`src/design/cart_pkg.sv`:
```
package cart_pkg;

    typedef logic [7:0]  byte_t;
    typedef logic [15:0] word_t;
    // {addr_hi, addr_lo[3:0]}
    typedef logic [7:0]  reg_addr_t;
    typedef logic [9:0]  bank_t;
    typedef logic [8:0]  rom_ext_t;
    typedef logic [3:0]  ram_ext_t;

    typedef enum logic [2:0] {
        wait_aa,
        wait_55,
        cmd,
        fast_mode,
        fast_write,
        single_write,
        erase
    } flash_state_t;

    // first generation bank registers
    localparam reg_addr_t reg_linear_off   = 8'hC0;
    localparam reg_addr_t reg_ram_bank     = 8'hC1;
    localparam reg_addr_t reg_rom_bank0    = 8'hC2;
    localparam reg_addr_t reg_rom_bank1    = 8'hC3;

    // second generation registers need the 2003 extension for writes
    localparam reg_addr_t reg_memory_ctrl  = 8'hCE;
    localparam reg_addr_t reg_ram_bank_l   = 8'hD0;
    localparam reg_addr_t reg_ram_bank_h   = 8'hD1;
    localparam reg_addr_t reg_rom_bank0_l  = 8'hD2;
    localparam reg_addr_t reg_rom_bank0_h  = 8'hD3;
    localparam reg_addr_t reg_rom_bank1_l  = 8'hD4;
    localparam reg_addr_t reg_rom_bank1_h  = 8'hD5;

    // cartridge extension registers
    localparam reg_addr_t reg_pow_cnt      = 8'hE2;
    localparam reg_addr_t reg_bank_mask_lo = 8'hE4;
    localparam reg_addr_t reg_bank_mask_hi = 8'hE5;
    localparam reg_addr_t reg_emu_cnt      = 8'hE6;

    // power control accepts this byte even when locked
    localparam byte_t pow_unlock_key = 8'hDD;

    localparam bank_t bank_reset = 10'h3FF;

    // flash command bytes
    localparam byte_t cmd_unlock1   = 8'hAA;
    localparam byte_t cmd_unlock2   = 8'h55;
    localparam byte_t cmd_fast      = 8'h20;
    localparam byte_t cmd_program   = 8'hA0;
    localparam byte_t cmd_erase_a   = 8'h10;
    localparam byte_t cmd_erase_b   = 8'h30;
    localparam byte_t cmd_fast_exit = 8'h90;

endpackage

```
`src/design/mapper_regs.sv`:
```
`timescale 1ns/1ps

module mapper_regs import cart_pkg::*; (
    input  logic       SClk,
    input  logic       reset,
    input  logic       n_sel,
    input  logic       n_io,
    input  logic       n_oe,
    input  logic       n_we,
    input  logic [3:0] addr_lo,
    input  logic [3:0] addr_hi,
    input  byte_t      data_in,
    output logic       write_commit,
    output bank_t      ram_bank,
    output bank_t      rom0_bank,
    output bank_t      rom1_bank,
    output byte_t      linear_off,
    output rom_ext_t   rom_mask,
    output ram_ext_t   ram_mask,
    output logic       mask_rom0,
    output logic       mask_rom1,
    output logic       mask_ram,
    output logic       self_flash,
    output logic       enable_sram,
    output logic       enable_flash_emu,
    output logic       rom_8bit_bus,
    output byte_t      reg_data,
    output logic       reg_ack
);

    logic      n_we_s;
    logic      n_we_p;
    logic      io_access;
    logic      io_write;
    logic      ext_2003;
    logic      ext_nile;
    reg_addr_t reg_addr;
    byte_t     pow_cnt;
    byte_t     emu_cnt;

    assign io_access = ~n_sel & ~n_io;
    assign reg_addr  = {addr_hi, addr_lo};

    // write strobe seen low on one edge and high on the next
    always_ff @(posedge SClk) begin
        if (reset) begin
            n_we_s <= 1'b1;
            n_we_p <= 1'b1;
        end else begin
            n_we_s <= n_we;
            n_we_p <= n_we_s;
        end
    end

    assign write_commit = n_we_s & ~n_we_p;
    assign io_write     = write_commit & io_access;

    always_ff @(posedge SClk) begin
        if (reset) begin
            ram_bank         <= bank_reset;
            rom0_bank        <= bank_reset;
            rom1_bank        <= bank_reset;
            linear_off       <= 8'hFF;
            rom_mask         <= 9'h1FF;
            ram_mask         <= 4'hF;
            mask_rom0        <= 1'b1;
            mask_rom1        <= 1'b1;
            mask_ram         <= 1'b1;
            self_flash       <= 1'b0;
            ext_nile         <= 1'b1;
            ext_2003         <= 1'b1;
            enable_sram      <= 1'b1;
            enable_flash_emu <= 1'b0;
            rom_8bit_bus     <= 1'b0;
        end else if (io_write) begin
            case (reg_addr)
                reg_linear_off:  linear_off     <= data_in;
                reg_ram_bank:    ram_bank[7:0]  <= data_in;
                reg_rom_bank0:   rom0_bank[7:0] <= data_in;
                reg_rom_bank1:   rom1_bank[7:0] <= data_in;
                reg_ram_bank_l:  if (ext_2003) ram_bank[7:0]  <= data_in;
                reg_rom_bank0_l: if (ext_2003) rom0_bank[7:0] <= data_in;
                reg_rom_bank1_l: if (ext_2003) rom1_bank[7:0] <= data_in;
                reg_ram_bank_h:  if (ext_2003) ram_bank[9:8]  <= data_in[1:0];
                reg_rom_bank0_h: if (ext_2003) rom0_bank[9:8] <= data_in[1:0];
                reg_rom_bank1_h: if (ext_2003) rom1_bank[9:8] <= data_in[1:0];
                reg_memory_ctrl: if (ext_2003) self_flash     <= data_in[0];
                reg_bank_mask_lo: if (ext_nile) rom_mask[7:0] <= data_in;
                reg_bank_mask_hi: begin
                    if (ext_nile) begin
                        rom_mask[8] <= data_in[0];
                        mask_rom0   <= data_in[1];
                        mask_rom1   <= data_in[2];
                        mask_ram    <= data_in[3];
                        ram_mask    <= data_in[7:4];
                    end
                end
                reg_pow_cnt: begin
                    // the key byte reopens a locked register
                    if (ext_nile || data_in == pow_unlock_key) begin
                        ext_nile    <= data_in[2];
                        ext_2003    <= data_in[4];
                        enable_sram <= data_in[6];
                    end
                end
                reg_emu_cnt: begin
                    if (ext_nile) begin
                        enable_flash_emu <= data_in[2];
                        rom_8bit_bus     <= data_in[3];
                    end
                end
                default: begin
                end
            endcase
        end
    end

    assign pow_cnt = {1'b0, enable_sram, 1'b0, ext_2003, 1'b0, ext_nile, 2'b00};
    assign emu_cnt = {4'h0, rom_8bit_bus, enable_flash_emu, 2'b00};

    always_comb begin
        reg_data = 8'h00;
        reg_ack  = io_access & ~n_oe;
        case (reg_addr)
            reg_linear_off:   reg_data = linear_off;
            reg_ram_bank:     reg_data = ram_bank[7:0];
            reg_rom_bank0:    reg_data = rom0_bank[7:0];
            reg_rom_bank1:    reg_data = rom1_bank[7:0];
            reg_ram_bank_l:   reg_data = ram_bank[7:0];
            reg_rom_bank0_l:  reg_data = rom0_bank[7:0];
            reg_rom_bank1_l:  reg_data = rom1_bank[7:0];
            reg_ram_bank_h:   reg_data = {6'h00, ram_bank[9:8]};
            reg_rom_bank0_h:  reg_data = {6'h00, rom0_bank[9:8]};
            reg_rom_bank1_h:  reg_data = {6'h00, rom1_bank[9:8]};
            reg_memory_ctrl:  reg_data = {7'h00, self_flash};
            reg_bank_mask_lo: reg_data = rom_mask[7:0];
            reg_bank_mask_hi: reg_data = {ram_mask, mask_ram, mask_rom1, mask_rom0, rom_mask[8]};
            reg_pow_cnt:      reg_data = pow_cnt;
            reg_emu_cnt:      reg_data = emu_cnt;
            default:          reg_ack  = 1'b0;
        endcase
    end

endmodule

```
`src/design/bank_decode.sv`:
```
`timescale 1ns/1ps

module bank_decode import cart_pkg::*; (
    input  logic       n_sel,
    input  logic       n_io,
    input  logic       n_oe,
    input  logic       n_we,
    input  logic [3:0] addr_hi,
    input  bank_t      ram_bank,
    input  bank_t      rom0_bank,
    input  bank_t      rom1_bank,
    input  byte_t      linear_off,
    input  rom_ext_t   rom_mask,
    input  ram_ext_t   ram_mask,
    input  logic       mask_rom0,
    input  logic       mask_rom1,
    input  logic       mask_ram,
    input  logic       self_flash,
    input  logic       enable_sram,
    input  logic       pass_read,
    input  logic       pass_write,
    output logic [6:0] addr_ext,
    output logic       psram_hit,
    output logic       ram_area,
    output logic       any_psram_sel,
    output logic       n_psram1_sel,
    output logic       n_psram2_sel,
    output logic       n_sram_sel
);

    logic     sel_rom;
    logic     sel_ram;
    logic     apply_mask;
    rom_ext_t rom_pick;
    rom_ext_t rom_masked;
    ram_ext_t ram_masked;
    logic     mem_access;
    logic     psram1_addr;
    logic     psram2_addr;
    logic     sram_addr;
    logic     psram_pre;

    // window selection by the top address nibble
    always_comb begin
        sel_rom    = 1'b0;
        sel_ram    = 1'b0;
        apply_mask = 1'b1;
        rom_pick   = '0;
        case (addr_hi)
            4'h0: begin
            end
            4'h1: begin
                // self flash maps the RAM window onto ROM space
                sel_rom    = self_flash;
                sel_ram    = ~self_flash;
                rom_pick   = ram_bank[8:0];
                apply_mask = mask_ram;
            end
            4'h2: begin
                sel_rom    = 1'b1;
                rom_pick   = rom0_bank[8:0];
                apply_mask = mask_rom0;
            end
            4'h3: begin
                sel_rom    = 1'b1;
                rom_pick   = rom1_bank[8:0];
                apply_mask = mask_rom1;
            end
            default: begin
                sel_rom  = 1'b1;
                rom_pick = {linear_off[4:0], addr_hi};
            end
        endcase
    end

    assign rom_masked = apply_mask ? (rom_pick & rom_mask) : rom_pick;
    assign ram_masked = apply_mask ? (ram_bank[3:0] & ram_mask) : ram_bank[3:0];

    assign ram_area   = (addr_hi == 4'h1);
    assign mem_access = ~n_sel & n_io;

    assign psram1_addr = sel_rom && rom_masked[8:7] == 2'd0;
    assign psram2_addr = sel_rom && rom_masked[8:7] == 2'd1;
    assign sram_addr   = sel_ram && !ram_masked[3] && enable_sram;

    assign psram_hit = mem_access & (psram1_addr | psram2_addr);

    // SRAM only decodes the low three bank bits
    assign addr_ext[2:0] = sel_rom ? rom_masked[2:0] : ram_masked[2:0];
    assign addr_ext[6:3] = rom_masked[6:3];

    assign psram_pre = mem_access & ((~n_oe & pass_read) | (~n_we & pass_write));

    assign n_psram1_sel  = ~(psram_pre & psram1_addr);
    assign n_psram2_sel  = ~(psram_pre & psram2_addr);
    assign any_psram_sel = ~n_psram1_sel | ~n_psram2_sel;
    assign n_sram_sel    = ~(mem_access & sram_addr & (~n_oe | ~n_we));

endmodule

```
`src/design/flash_emu.sv`:
```
`timescale 1ns/1ps

module flash_emu import cart_pkg::*; (
    input  logic  SClk,
    input  logic  reset,
    input  logic  write_commit,
    input  byte_t data_in,
    input  logic  psram_hit,
    input  logic  ram_area,
    input  logic  enable_flash_emu,
    output logic  pass_read,
    output logic  pass_write,
    output logic  catch_read,
    output byte_t catch_value
);

    flash_state_t state;
    logic         emu_active;

    // steps on every committed write that lands in PSRAM
    always_ff @(posedge SClk) begin
        if (reset) begin
            state <= wait_aa;
        end else if (write_commit && psram_hit) begin
            case (state)
                wait_aa: begin
                    if (data_in == cmd_unlock1) begin
                        state <= wait_55;
                    end
                end
                wait_55: begin
                    if (data_in == cmd_unlock2) begin
                        state <= cmd;
                    end else begin
                        state <= wait_aa;
                    end
                end
                cmd: begin
                    case (data_in)
                        cmd_fast:                 state <= fast_mode;
                        cmd_program:              state <= single_write;
                        cmd_erase_a, cmd_erase_b: state <= erase;
                        default:                  state <= wait_aa;
                    endcase
                end
                fast_mode: begin
                    if (data_in == cmd_program) begin
                        state <= fast_write;
                    end else if (data_in == cmd_fast_exit) begin
                        state <= wait_aa;
                    end
                end
                // the data write itself
                fast_write: state <= fast_mode;
                single_write: state <= wait_aa;
                erase: begin
                    if (data_in == cmd_unlock1) begin
                        state <= wait_55;
                    end else begin
                        state <= wait_aa;
                    end
                end
                default: state <= wait_aa;
            endcase
        end
    end

    assign emu_active = enable_flash_emu & ram_area;

    assign pass_read  = ~emu_active | (state != erase && state != fast_mode);
    assign pass_write = ~emu_active | (state == single_write || state == fast_write);

    // blocked reads are answered from here instead of PSRAM
    assign catch_read  = ~pass_read & psram_hit;
    assign catch_value = (state == erase) ? 8'hFF : 8'h00;

endmodule

```
`src/design/data_out_mux.sv`:
```
`timescale 1ns/1ps

module data_out_mux import cart_pkg::*; (
    input  logic  n_sel,
    input  logic  n_oe,
    input  logic  n_we,
    input  logic  addr_lo0,
    input  word_t data_in,
    input  byte_t reg_data,
    input  logic  reg_ack,
    input  logic  catch_read,
    input  byte_t catch_value,
    input  logic  ram_area,
    input  logic  rom_8bit_bus,
    input  logic  any_psram_sel,
    output word_t data_out,
    output logic  data_oe_lo,
    output logic  data_oe_hi,
    output logic  psram_n_lb,
    output logic  psram_n_ub
);

    logic area_8bit;
    logic psram_hi_read;
    logic psram_hi_write;
    logic sel_oe;

    assign area_8bit  = ram_area | rom_8bit_bus;
    assign psram_n_lb = area_8bit & addr_lo0;
    assign psram_n_ub = area_8bit & ~addr_lo0;

    // odd bytes of an 8-bit area sit on the upper PSRAM lane
    assign psram_hi_read  = area_8bit & any_psram_sel & ~n_oe & addr_lo0;
    assign psram_hi_write = ram_area & any_psram_sel & ~n_we & addr_lo0;

    assign sel_oe = ~n_sel & ~n_oe;

    always_comb begin
        if (psram_hi_read) begin
            data_out[7:0] = data_in[15:8];
        end else if (reg_ack) begin
            data_out[7:0] = reg_data;
        end else begin
            data_out[7:0] = catch_value;
        end
    end

    assign data_out[15:8] = psram_hi_write ? data_in[7:0] : 8'h00;

    assign data_oe_lo = (sel_oe & (reg_ack | catch_read)) | psram_hi_read;
    assign data_oe_hi = ~n_sel & psram_hi_write;

endmodule

```
`src/design/cart_mapper.sv`:
```
`timescale 1ns/1ps

module cart_mapper import cart_pkg::*; (
    input  logic       SClk,
    input  logic       reset,
    input  logic       n_sel,
    input  logic       n_oe,
    input  logic       n_we,
    input  logic       n_io,
    input  logic [8:0] addr_lo,
    input  logic [3:0] addr_hi,
    input  word_t      data_in,
    output word_t      data_out,
    output logic       data_oe_lo,
    output logic       data_oe_hi,
    output logic [6:0] addr_ext,
    output logic       n_mem_oe,
    output logic       n_mem_we,
    output logic       n_psram1_sel,
    output logic       n_psram2_sel,
    output logic       psram_n_lb,
    output logic       psram_n_ub,
    output logic       n_sram_sel
);

    logic     write_commit;
    bank_t    ram_bank;
    bank_t    rom0_bank;
    bank_t    rom1_bank;
    byte_t    linear_off;
    rom_ext_t rom_mask;
    ram_ext_t ram_mask;
    logic     mask_rom0;
    logic     mask_rom1;
    logic     mask_ram;
    logic     self_flash;
    logic     enable_sram;
    logic     enable_flash_emu;
    logic     rom_8bit_bus;
    byte_t    reg_data;
    logic     reg_ack;
    logic     psram_hit;
    logic     ram_area;
    logic     any_psram_sel;
    logic     pass_read;
    logic     pass_write;
    logic     catch_read;
    byte_t    catch_value;

    // memory strobes go to the chips unchanged
    assign n_mem_oe = n_oe;
    assign n_mem_we = n_we;

    mapper_regs u_regs (
        .SClk(SClk), .reset(reset),
        .n_sel(n_sel), .n_io(n_io), .n_oe(n_oe), .n_we(n_we),
        .addr_lo(addr_lo[3:0]), .addr_hi(addr_hi), .data_in(data_in[7:0]),
        .write_commit(write_commit),
        .ram_bank(ram_bank), .rom0_bank(rom0_bank), .rom1_bank(rom1_bank),
        .linear_off(linear_off), .rom_mask(rom_mask), .ram_mask(ram_mask),
        .mask_rom0(mask_rom0), .mask_rom1(mask_rom1), .mask_ram(mask_ram),
        .self_flash(self_flash), .enable_sram(enable_sram),
        .enable_flash_emu(enable_flash_emu), .rom_8bit_bus(rom_8bit_bus),
        .reg_data(reg_data), .reg_ack(reg_ack)
    );

    bank_decode u_decode (
        .n_sel(n_sel), .n_io(n_io), .n_oe(n_oe), .n_we(n_we), .addr_hi(addr_hi),
        .ram_bank(ram_bank), .rom0_bank(rom0_bank), .rom1_bank(rom1_bank),
        .linear_off(linear_off), .rom_mask(rom_mask), .ram_mask(ram_mask),
        .mask_rom0(mask_rom0), .mask_rom1(mask_rom1), .mask_ram(mask_ram),
        .self_flash(self_flash), .enable_sram(enable_sram),
        .pass_read(pass_read), .pass_write(pass_write),
        .addr_ext(addr_ext), .psram_hit(psram_hit), .ram_area(ram_area),
        .any_psram_sel(any_psram_sel), .n_psram1_sel(n_psram1_sel),
        .n_psram2_sel(n_psram2_sel), .n_sram_sel(n_sram_sel)
    );

    flash_emu u_flash (
        .SClk(SClk), .reset(reset), .write_commit(write_commit),
        .data_in(data_in[7:0]), .psram_hit(psram_hit), .ram_area(ram_area),
        .enable_flash_emu(enable_flash_emu),
        .pass_read(pass_read), .pass_write(pass_write),
        .catch_read(catch_read), .catch_value(catch_value)
    );

    data_out_mux u_dout (
        .n_sel(n_sel), .n_oe(n_oe), .n_we(n_we), .addr_lo0(addr_lo[0]),
        .data_in(data_in), .reg_data(reg_data), .reg_ack(reg_ack),
        .catch_read(catch_read), .catch_value(catch_value), .ram_area(ram_area),
        .rom_8bit_bus(rom_8bit_bus), .any_psram_sel(any_psram_sel),
        .data_out(data_out), .data_oe_lo(data_oe_lo), .data_oe_hi(data_oe_hi),
        .psram_n_lb(psram_n_lb), .psram_n_ub(psram_n_ub)
    );

endmodule

```
`config.mk`:
```
export PLATFORM = sky130hd
export DESIGN_NAME = cart_mapper
export DESIGN_NICKNAME = d
export VERILOG_FILES = /design/src/design/cart_pkg.sv /design/src/design/mapper_regs.sv /design/src/design/bank_decode.sv /design/src/design/flash_emu.sv /design/src/design/data_out_mux.sv /design/src/design/cart_mapper.sv
export SDC_FILE = /design/constraint.sdc
export NUM_CORES = 1
export LEC_CHECK = 0
export CORE_MARGIN = 1
export CORE_UTILIZATION = 60
export DETAILED_ROUTE_END_ITERATION = 6
export DONT_BUFFER_PORTS = 1
export PLACE_DENSITY = 0.76
export SLEW_MARGIN = 10
export SYNTH_ARGS = -nofsm -noshare
export SYNTH_HDL_FRONTEND = slang
export SYNTH_SLANG_ARGS = --single-unit
```
`constraint.sdc`:
```
create_clock -name SClk -period 2.4 [get_ports SClk]
set_clock_uncertainty 0.1 [all_clocks]
set_input_delay 0.24 -clock SClk [delete_from_list [all_inputs] [get_ports SClk]]
set_output_delay 0.24 -clock SClk [all_outputs]
set_load 0.02 [all_outputs]
```
==> results of run 1 <==
## per-layer routing
layer | vias to the layer above | routed length, um
li1 | 1966 | -
met5 | - | 0
met4 | 0 | 804
met2 | 374 | 6240
met3 | 103 | 1960
met1 | 2114 | 5540
## what timing repair did
item / CTS / global route
endpoints found under the hold margin: 65 / 0
buffers inserted: 4 / 3
hold buffers: 10 / 0
cloned: 1 / 0
pin swaps: 14 / 10
gates resized for setup: 39 / 14
setup endpoints to repair: 18 / 22
## stage by stage
stage / hold WS (ns) / power, mW / util [%]
2_1_floorplan: 0.247 / 1.28 / -
3_3_place_gp: 0.212 / 1.26 / 65.6
3_5_place_dp: 0.212 / 1.26 / 65.6
4_1_cts: 0.0255 / 2.29 / 72.3
5_1_grt: 0.0316 / 2.36 / 73.6
6_report: 0.0262 / 2.29 / 73.6
## area by class of cell
class                      count  share of cell area (%)
tap                           96                    2.39
inverter                      10                   0.746
clock buffer                   9                    2.46
clock inverter                 7                    1.67
multi-input combinational    393                    56.6
timing repair buffer          59                    10.1
sequential                    65                    26.1
## synthesized netlist by cell type (all sizes together) (4+ instances only)
master,count
nand3b,6
nand2b,4
o21ai,19
or2,5
nor4b,6
a41oi,4
mux2,9
and3,9
a22oi,6
mux2i,47
nor4,7
a222oi,6
o2bb2ai,10
o211ai,11
nand4,7
buf,24
nand3,16
nor2b,9
nor3,8
clkbuf,23
nor2,25
nor3b,7
a21oi,16
a221oi,8
a211oi,4
and2,12
dfxtp,65
nand2,80
nand4b,4
inv,10
a2111oi,4
## final timing paths
check	from	slack [ns]	endpoint	depth (start not counted)
worst max-delay path	u_regs.rom0_bank[8]$_SDFFE_PP1P_	-0.16	data_out[9]	7
worst min-delay path	addr_lo[1]	0.03	u_regs.ram_bank[9]$_SDFFE_PP1P_	3
worst max register to register	u_regs.rom0_bank[8]$_SDFFE_PP1P_	0.10	u_flash.state[2]$_SDFFE_PP0P_	8
worst min register to register	u_regs.ram_bank[9]$_SDFFE_PP1P_	0.37	u_regs.ram_bank[9]$_SDFFE_PP1P_	2
## worst reg2reg max path, stage by stage (launching register included)
cell and delay [ns]:
dfxtp_2 0.33, mux2_4 0.28, a221oi_4 0.31, o31ai_4 0.14
buf_12 0.17, buf_8 0.12, buf_4 0.14, or4_1 0.51
a21oi_1 0.14
## flip-flops by register name (all words and copies together), names as in the netlist, 3 cells and up
register / cells
u_flash.state: 3
u_regs.rom0_bank: 10
u_regs.ram_mask: 4
u_regs.linear_off: 8
u_regs.rom1_bank: 10
u_regs.ram_bank: 10
u_regs.rom_mask: 9
## report_power, final
part           leakage, nW  total, mW  internal, mW  switching (mW)
Clock                0.103       1.00         0.499           0.504
Combinational         1.31      0.209        0.0886           0.120
Sequential           0.525       1.08          1.08         0.00163
Total                 1.94       2.29          1.67           0.626
## cell families after synthesis
group	Yosys count	share of synthesized area, %
and+or+nand+nor	223	29.1
muxes	56	13.5
xor gates and xnor gates	3	0.618
AOI/OAI and AO/OA	111	20.3
DFF	65	30.6
buffers and inverters	57	5.92
==> impl_metrics.py, run 1 <==
metrics = {
    "sta": {
        "setup_viol": 19,
        "max_freq_mhz": 391,
        "fin_crit_sh_pct": 107,
        "tns_ns": -2.13,
        "grt_setup_unrepaired": "true",
        "period_needed_ns": 2.56,
        "max-slew-margin-rel_pct": 42.4,
        "maxSlewViolCount": 0,
        "hold_viol_final": 0,
        "timing.final.ws_setup_ns": -0.158,
        "tightest_slew_ns": 0.852,
    },
    "cts": {
        "cts_max_level": 3,
        "cts_sinks": 65,
        "cts-root-buf": "clkbuf_8",
        "clk_latency_ns": 0.37,
        "cts.path.max_buffers": 2,
        "clk_pin_slew_worst_paths_ns": 0.08,
        "cts_inserted_buffers": 9,
        "tritoncts": "yes",
    },
    "drt": {
        "drt_first_iter_violations": 811,
        "drc": 10,
        "drtPass1Iterations": 7,
        "viasPerCell": 7.13,
        "antenna_left": 0,
        "vias": 4557,
        "wl_um": 14500,
        "wl_per_cell_um": 22.8,
    },
    "setup_path": {
        "worstSetupEndpointType": "output port",
        "critPathMaxFanout": 5,
        "critPathLaunchType": "flop",
        "path_cells": "mux2_4 > a221oi_4 > o31ai_4 > buf_12 > nor3_4 > buf_6 > and2_4",
        "critical-path-top-delay-family": "simple AND/OR/NAND/NOR gates",
        "worstPathArrival_ns": 2.22,
        "crit_required_ns": 2.06,
        "critPathMaxStageDelay_ns": 0.33,
        "timing.critical_path.buf_inv": 2,
        "worstSetupPathType": "reg2out",
        "crit_slowest_cell": "dfxtp_2",
    },
    "place": {
        "dpl.hpwl_um": 9090,
        "port_buffers": 0,
        "gp_congestion": 0.961,
        "placed_cell_area_um2": 4480,
        "place_ws_ns": 0.0703,
        "dp_cells": 606,
    },
    "logic_synthesis": {
        "yosysUniqueCellTypes": 67,
        "synth_edf_count": 0,
        "synth-seq-area-share_pct": 30.6,
        "synthesis.area_um2": 4250,
        "synth_top_flop_cell": "dfxtp_1",
        "syn_avg_cell_area_um2": 8.25,
        "synth_area_leaders": "dfxtp_1 (31%), mux2i_1 (11%), nand2_1 (7.1%), mux2_2 (2.4%), o21ai_0 (2.2%)",
        "syn_inst": 515,
        "synth_warnings": 0,
        "ys_ff_latch": 65,
        "synth_top_area_share_pct": 30.6,
        "synth_fp_nets": 550,
        "yosysTopAreaCell": "dfxtp_1",
        "ys_async_sr_fraction_pct": 0,
    },
    "global_routing": {
        "antenna_found_initial": 0,
        "grt_util_met1_pct": 52.7,
        "grt_pass1_vias": 3962,
        "busiest_layer": "met2",
        "grt_pass1_wl_um": 21700,
        "grt_remaining_overflow": 0,
        "grt_use_total_pct": 38.8,
        "grt_use_met3_pct": 10.7,
        "grt_max_degree": 57,
        "use_met2_pct": 58.1,
    },
    "floorplan": {
        "die_w_um": 86.2,
        "start_util_pct": 62.2,
        "die_area_um2": 7420,
        "rows": 30,
        "die_h_um": 86.2,
        "ioPinCount": 67,
        "core-area_um2": 6830,
    },
    "power": {
        "static-leakage-power_nw": 1.94,
        "vdd_drop_max_uv": 441,
        "powerDensity_nw_per_um2": 456,
    },
    "layout": {
        "diodes": 0,
        "final_common_cell": "nand2_1",
        "syn2layout_area_growth_pct": 18.4,
        "drive_gt1_share_pct": 22.3,
        "final_cell_mix": "nand2_1 (80), dfxtp_1 (57), mux2i_1 (46), buf_4 (42), nor2_1 (24)",
        "seq_area_um2": 1310,
        "final_net_count": 573,
        "final_cells": 639,
        "multi_input_area_um2": 2850,
        "fill_cells": 525,
        "fin_area_um2": 5030,
    },
    "status": {
        "violations": "design-rule violations, negative setup slack",
        "outcome": "complete, but fails checks",
    },
    "min_path": {
        "hp-class": "in2reg",
    },
    "job": {
        "max_cap_viol_count": 0,
    },
}
Power figures use the tool's default switching activity.
==> run 2: changes to the inputs <==
- SKIP_CTS_REPAIR_TIMING: not set -> 1
==> run 2 against run 1 <==
Effect of this change:
- the run ends with design-rule violations, negative hold slack, negative setup slack left
- sequential power about the same
- non-clock buffer count decreased by 5
- clock-buffer cell count unchanged
- critical path depth unchanged
- cell count decreased by 0.78%
- worst hold slack got worse by 0.056 ns
- fmax decreased by 0.16%
- wire length decreased by 2.1%
- register-to-register slack improved by 0.08 ns
- worst setup slack got worse by 0.0042 ns
- total power increased by 0.18%
- critical path type unchanged
- highest routed layer unchanged
==> impl_metrics.py, run 2 (synthesized netlist as in run 1, its figures left out) <==
metrics = {
    "sta": {
        "holdWs_ns": -0.0296,
        "setup_viol": 17,
        "grt_setup_unrepaired": "true",
        "fin_crit_sh_pct": 107,
        "tightest_slew_ns": 0.732,
        "maxSlewViolCount": 0,
        "max-slew-margin-rel_pct": 50.0,
        "period_needed_ns": 2.56,
        "max_freq_mhz": 390,
        "timing.final.ws_setup_ns": -0.162,
        "hold_viol_final": 2,
    },
    "setup_path": {
        "worstSetupEndpointType": "output port",
        "critPathMaxFanout": 5,
        "cp-endpoint": "data_out[5]",
        "critPathLaunchType": "flop",
        "critPathLaunch": "u_regs.rom0_bank[8]$_SDFFE_PP1P_",
        "ff2ff_setup_slack_ns": 0.18,
        "ff2ff_path_depth": 7,
        "crit_required_ns": 2.06,
        "crit_top_cell": "buf_4",
        "r2r_start": "u_regs.rom0_bank[8]$_SDFFE_PP1P_",
        "worstPathArrival_ns": 2.22,
        "worstSetupPathType": "reg2out",
        "path_cells": "mux2_4 > a221oi_4 > o31ai_4 > o32ai_2 > buf_4 > o2bb2ai_1 > buf_4",
        "r2r-end": "u_flash.state[2]$_SDFFE_PP0P_",
        "crit_slowest_cell": "dfxtp_2",
        "critPathMaxStageDelay_ns": 0.33,
    },
    "drt": {
        "viasPerCell": 7.06,
        "drt_first_iter_violations": 879,
        "antenna_left": 0,
        "drc": 8,
        "wl_per_cell_um": 22.4,
        "vias": 4479,
        "wl_um": 14200,
        "drtPass1Iterations": 7,
    },
    "global_routing": {
        "grt_remaining_overflow": 0,
        "grt_max_degree": 57,
        "grt_use_total_pct": 37.5,
        "grt_pass1_vias": 3815,
        "grt_pass1_wl_um": 20900,
        "antenna_found_initial": 0,
    },
    "cts": {
        "cts_inserted_buffers": 9,
        "cts-root-buf": "clkbuf_8",
        "tritoncts": "yes",
        "clk_latency_ns": 0.37,
        "cts_sinks": 65,
        "clk_pin_slew_worst_paths_ns": 0.09,
        "cts.path.max_buffers": 2,
        "cts_max_level": 3,
    },
    "layout": {
        "fin_area_um2": 5020,
        "fill_cells": 530,
        "final_common_cell": "nand2_1",
        "drive_gt1_share_pct": 22.5,
        "syn2layout_area_growth_pct": 18.1,
        "multi_input_area_um2": 2870,
        "final_cells": 634,
        "reg_top3": "u_regs.ram_bank (10), u_regs.rom0_bank (10), u_regs.rom1_bank (10)",
        "final_cell_mix": "nand2_1 (80), dfxtp_1 (58), mux2i_1 (46), buf_4 (36), nor2_1 (24)",
        "final_net_count": 568,
        "diodes": 0,
        "seq_area_um2": 1310,
    },
    "floorplan": {
        "ioPinCount": 67,
        "core-area_um2": 6830,
        "start_util_pct": 62.2,
        "die_w_um": 86.2,
        "die_h_um": 86.2,
        "rows": 30,
        "die_area_um2": 7420,
    },
    "power": {
        "power.share.sequential_pct": 47.1,
        "powerDensity_nw_per_um2": 458,
        "p_int_mw": 1.67,
        "p_switching_mw": 0.629,
        "clock_power_share_pct": 43.9,
        "pwr-share-comb_pct": 9.1,
        "p_sw_share_pct": 27.4,
        "vdd_drop_max_uv": 429,
        "finalPower_mw": 2.30,
        "static-leakage-power_nw": 1.92,
    },
    "min_path": {
        "hp-class": "in2reg",
        "min_from": "data_in[1]",
    },
    "place": {
        "gp_congestion": 0.961,
        "place_ws_ns": 0.0703,
        "dpl.hpwl_um": 9090,
        "port_buffers": 0,
        "dp_cells": 606,
        "placed_cell_area_um2": 4480,
    },
    "status": {
        "violations": "design-rule violations, negative hold slack, negative setup slack",
        "outcome": "complete, but fails checks",
    },
    "job": {
        "max_cap_viol_count": 0,
    },
}
[run 2: cell type report]
type,instances,area share (%)
multi-input combinational,393,57.3
sequential,65,26.1
timing repair buffer,54,9.35
clock buffer,9,2.47
tap,96,2.39
clock inverter,7,1.67
inverter,10,0.748
[run 2: worst min-delay path by stage]
stage / endpoint / slack, ns / cells after the start
final: u_regs.linear_off[1]$_SDFFE_PP1P_ / -0.03 / 2
after global routing: u_regs.linear_off[1]$_SDFFE_PP1P_ / 0.008 / 2
after CTS: u_flash.state[2]$_SDFFE_PP0P_ / -0.17 / 1
after detailed placement: u_flash.state[2]$_SDFFE_PP0P_ / 0.21 / 1
after global placement: u_flash.state[0]$_SDFFE_PP0P_ / 0.21 / 1
after floorplan: u_regs.n_we_s$_SDFF_PP1_ / 0.25 / 1
[run 2: power by group through the flow]
stage	sequential, mW	combinational (mW)	clock [mW]
2_1_floorplan	1.11	0.173	0
3_3_place_gp	1.11	0.157	0
3_5_place_dp	1.11	0.158	0
4_1_cts	1.08	0.160	1.01
5_1_grt	1.08	0.219	1.06
6_report	1.08	0.208	1.01
[run 2: per-layer routing]
layer  up-vias  routed length [um]  GRT usage, %
met5         -                   0             0
met4         0                 846          15.6
met3        95                1920          11.0
met2       346                6150          56.4
met1      2085                5310          49.9
li1       1953                   -             -
[run 2: worst max-delay path: cells and delay by family, from the launching register on]
| kind | cells | cell delay (ns) |
|---|---|---|
| AOI/OAI and AO/OA | 4 | 0.85 |
| buffers and inverters | 2 | 0.38 |
| DFF | 1 | 0.33 |
| muxes | 1 | 0.28 |
[run 2: through the flow]
| stage | util [%] | TNS [ns] |
|---|---|---|
| 2_1_floorplan | - | 0 |
| 6_report | 73.5 | -1.85 |
| 3_3_place_gp | 65.6 | 0 |
| 5_1_grt | 73.5 | -2.78 |
| 3_5_place_dp | 65.6 | 0 |
| 4_1_cts | 68.6 | -3.94 |
==> run 3: changes to the inputs <==
- SETUP_SLACK_MARGIN: not set -> 0.2
==> run 3 against run 2 <==
Effect of this change:
- the flow finishes with violations (negative hold slack, negative setup slack)
- register-to-register slack about the same
- via count decreased by 0.11%
- worst hold slack improved by 0.00065 ns
- cell count increased by 0.47%
- sequential power about the same
- critical path depth increased by 1
- global-route usage decreased by 0.26 points
- clock power about the same
- core utilization increased by 1.5 points
- sequential share of layout area decreased by 0.47 points
- sequential cell count unchanged
- largest cell class unchanged
- largest power group unchanged
- highest routed layer unchanged
==> impl_metrics.py, run 3 (synthesized netlist as in run 1, its figures left out) <==
metrics = {
    "sta": {
        "period_needed_ns": 2.51,
        "grt_setup_unrepaired": "true",
        "hold_viol_final": 2,
        "max-slew-margin-rel_pct": 55.5,
        "maxSlewViolCount": 0,
        "fin_crit_sh_pct": 104,
        "max_freq_mhz": 399,
        "holdWs_ns": -0.0289,
        "tightest_slew_ns": 0.658,
        "timing.final.ws_setup_ns": -0.107,
        "setup_viol": 19,
    },
    "cts": {
        "tritoncts": "yes",
        "cts_sinks": 65,
        "cts.path.max_buffers": 2,
        "cts_max_level": 3,
        "clk_latency_ns": 0.36,
        "clk_pin_slew_worst_paths_ns": 0.08,
        "cts-root-buf": "clkbuf_8",
        "cts_inserted_buffers": 9,
    },
    "place": {
        "port_buffers": 0,
        "dpl.hpwl_um": 9200,
        "dp_cells": 603,
        "gp_congestion": 0.983,
        "place_ws_ns": 0.107,
    },
    "drt": {
        "wl_um": 14600,
        "drtPass1Iterations": 6,
        "wl_per_cell_um": 22.9,
        "viasPerCell": 7.02,
        "drc": 0,
        "drt_first_iter_violations": 712,
        "antenna_left": 0,
        "vias": 4474,
    },
    "power": {
        "vdd_drop_max_uv": 414,
        "pwr-share-comb_pct": 9.1,
        "static-leakage-power_nw": 1.95,
        "p_switching_mw": 0.591,
        "p_int_mw": 1.68,
        "clock_power_share_pct": 43.3,
        "p_sw_share_pct": 26.0,
        "power.share.sequential_pct": 47.6,
        "powerDensity_nw_per_um2": 443,
    },
    "global_routing": {
        "grt_pass1_wl_um": 21000,
        "grt_use_total_pct": 37.2,
        "grt_remaining_overflow": 0,
        "antenna_found_initial": 0,
        "grt_pass1_vias": 3826,
        "grt_max_degree": 57,
    },
    "layout": {
        "reg_top3": "u_regs.ram_bank (10), u_regs.rom0_bank (10), u_regs.rom1_bank (10)",
        "final_cell_mix": "nand2_1 (80), dfxtp_1 (56), mux2i_1 (46), buf_4 (35), nor2_1 (24)",
        "multi_input_area_um2": 2960,
        "final_net_count": 571,
        "seq_area_um2": 1310,
        "syn2layout_area_growth_pct": 20.5,
        "diodes": 0,
        "drive_gt1_share_pct": 24.8,
        "final_cells": 637,
        "final_common_cell": "nand2_1",
        "fill_cells": 514,
    },
    "floorplan": {
        "die_h_um": 86.2,
        "rows": 30,
        "die_area_um2": 7420,
        "core-area_um2": 6830,
        "die_w_um": 86.2,
        "ioPinCount": 67,
        "start_util_pct": 62.2,
    },
    "setup_path": {
        "critPathMaxFanout": 5,
        "ff2ff_setup_slack_ns": 0.18,
        "critPathLaunchType": "flop",
        "worstSetupEndpointType": "output port",
        "worstPathArrival_ns": 2.17,
        "crit_required_ns": 2.06,
        "worstSetupPathType": "reg2out",
        "ff2ff_path_depth": 8,
        "r2r_start": "u_regs.rom1_bank[8]$_SDFFE_PP1P_",
        "r2r-end": "u_flash.state[2]$_SDFFE_PP0P_",
    },
    "min_path": {
        "hold_path_end": "u_regs.self_flash$_SDFFE_PP0P_",
        "min_from": "data_in[0]",
        "hp-class": "in2reg",
        "holdPathStages": 2,
    },
    "status": {
        "violations": "negative hold slack, negative setup slack",
        "outcome": "complete, but fails checks",
    },
    "job": {
        "max_cap_viol_count": 0,
    },
}
## run 3: cell types whose count changed in the layout (fill, tap and decap cells not counted), moves of 2 or more
cell,delta
dfxtp_2,+2
clkinv_2,+2
buf_6,+4
o2bb2ai_1,-2
a221oi_2,+2
dfxtp_1,-2
o2bb2ai_4,+2
inv_6,-2
## run 3: power groups by stage
stage	clock network (mW)	logic, mW	registers, mW
floorplan	0	0.175	1.11
global placement	0	0.156	1.11
detailed placement	0	0.156	1.11
CTS	0.977	0.158	1.08
global route	1.03	0.217	1.08
finish	0.982	0.207	1.08
## run 3: how the worst max path moves through the flow
stage	startpoint	endpoint	slack, ns	cells after the start
floorplan	addr_hi[1]	data_oe_lo	0.15	6
global placement	u_regs.rom1_bank[8]$_SDFFE_PP1P_	data_out[11]	0.13	7
detailed placement	u_regs.rom1_bank[8]$_SDFFE_PP1P_	data_out[12]	0.11	7
CTS	u_regs.rom1_bank[8]$_SDFFE_PP1P_	data_out[12]	-0.28	7
global route	u_regs.rom1_bank[8]$_SDFFE_PP1P_	data_out[1]	-0.15	8
finish	u_regs.rom1_bank[8]$_SDFFE_PP1P_	data_out[1]	-0.11	8
## run 3: final cells by class
type	instances	area share, %
multi-input cells	394	57.8
flip-flops and latches	65	25.6
repair buffers	56	9.50
clock buffers	10	2.69
well taps	96	2.35
clock inverters	6	1.29
inverters	10	0.733
## run 3: critical path: stages (launching register included)
cell	delay (ns)
dfxtp_2	0.34
mux2_4	0.26
a221oi_2	0.24
buf_4	0.17
o31ai_4	0.07
o32ai_2	0.28
buf_4	0.23
o2bb2ai_2	0.09
buf_6	0.13
## run 3: routing by layer
layer / up-vias / global-route usage (%) / routed length, um
met4: 0 / 15.9 / 463
met5: - / 0 / 0
li1: 1963 / - / -
met1: 2094 / 51.2 / 5730
met3: 58 / 8.37 / 1930
met2: 359 / 55.8 / 6450
## run 3: through the flow
| stage | power [mW] | hold slack, ns | util, % | setup TNS [ns] | instance area, um2 |
|---|---|---|---|---|---|
| global placement | 1.26 | 0.214 | 65.6 | 0 | 4480 |
| detailed placement | 1.26 | 0.214 | 65.6 | 0 | 4480 |
| global route | 2.33 | 0.00658 | 75.0 | -2.43 | 5120 |
| floorplan | 1.28 | 0.247 | - | 0 | 4270 |
| finish | 2.27 | -0.0289 | 75.0 | -1.53 | 5120 |
| CTS | 2.22 | -0.158 | 68.6 | -4.32 | 4690 |
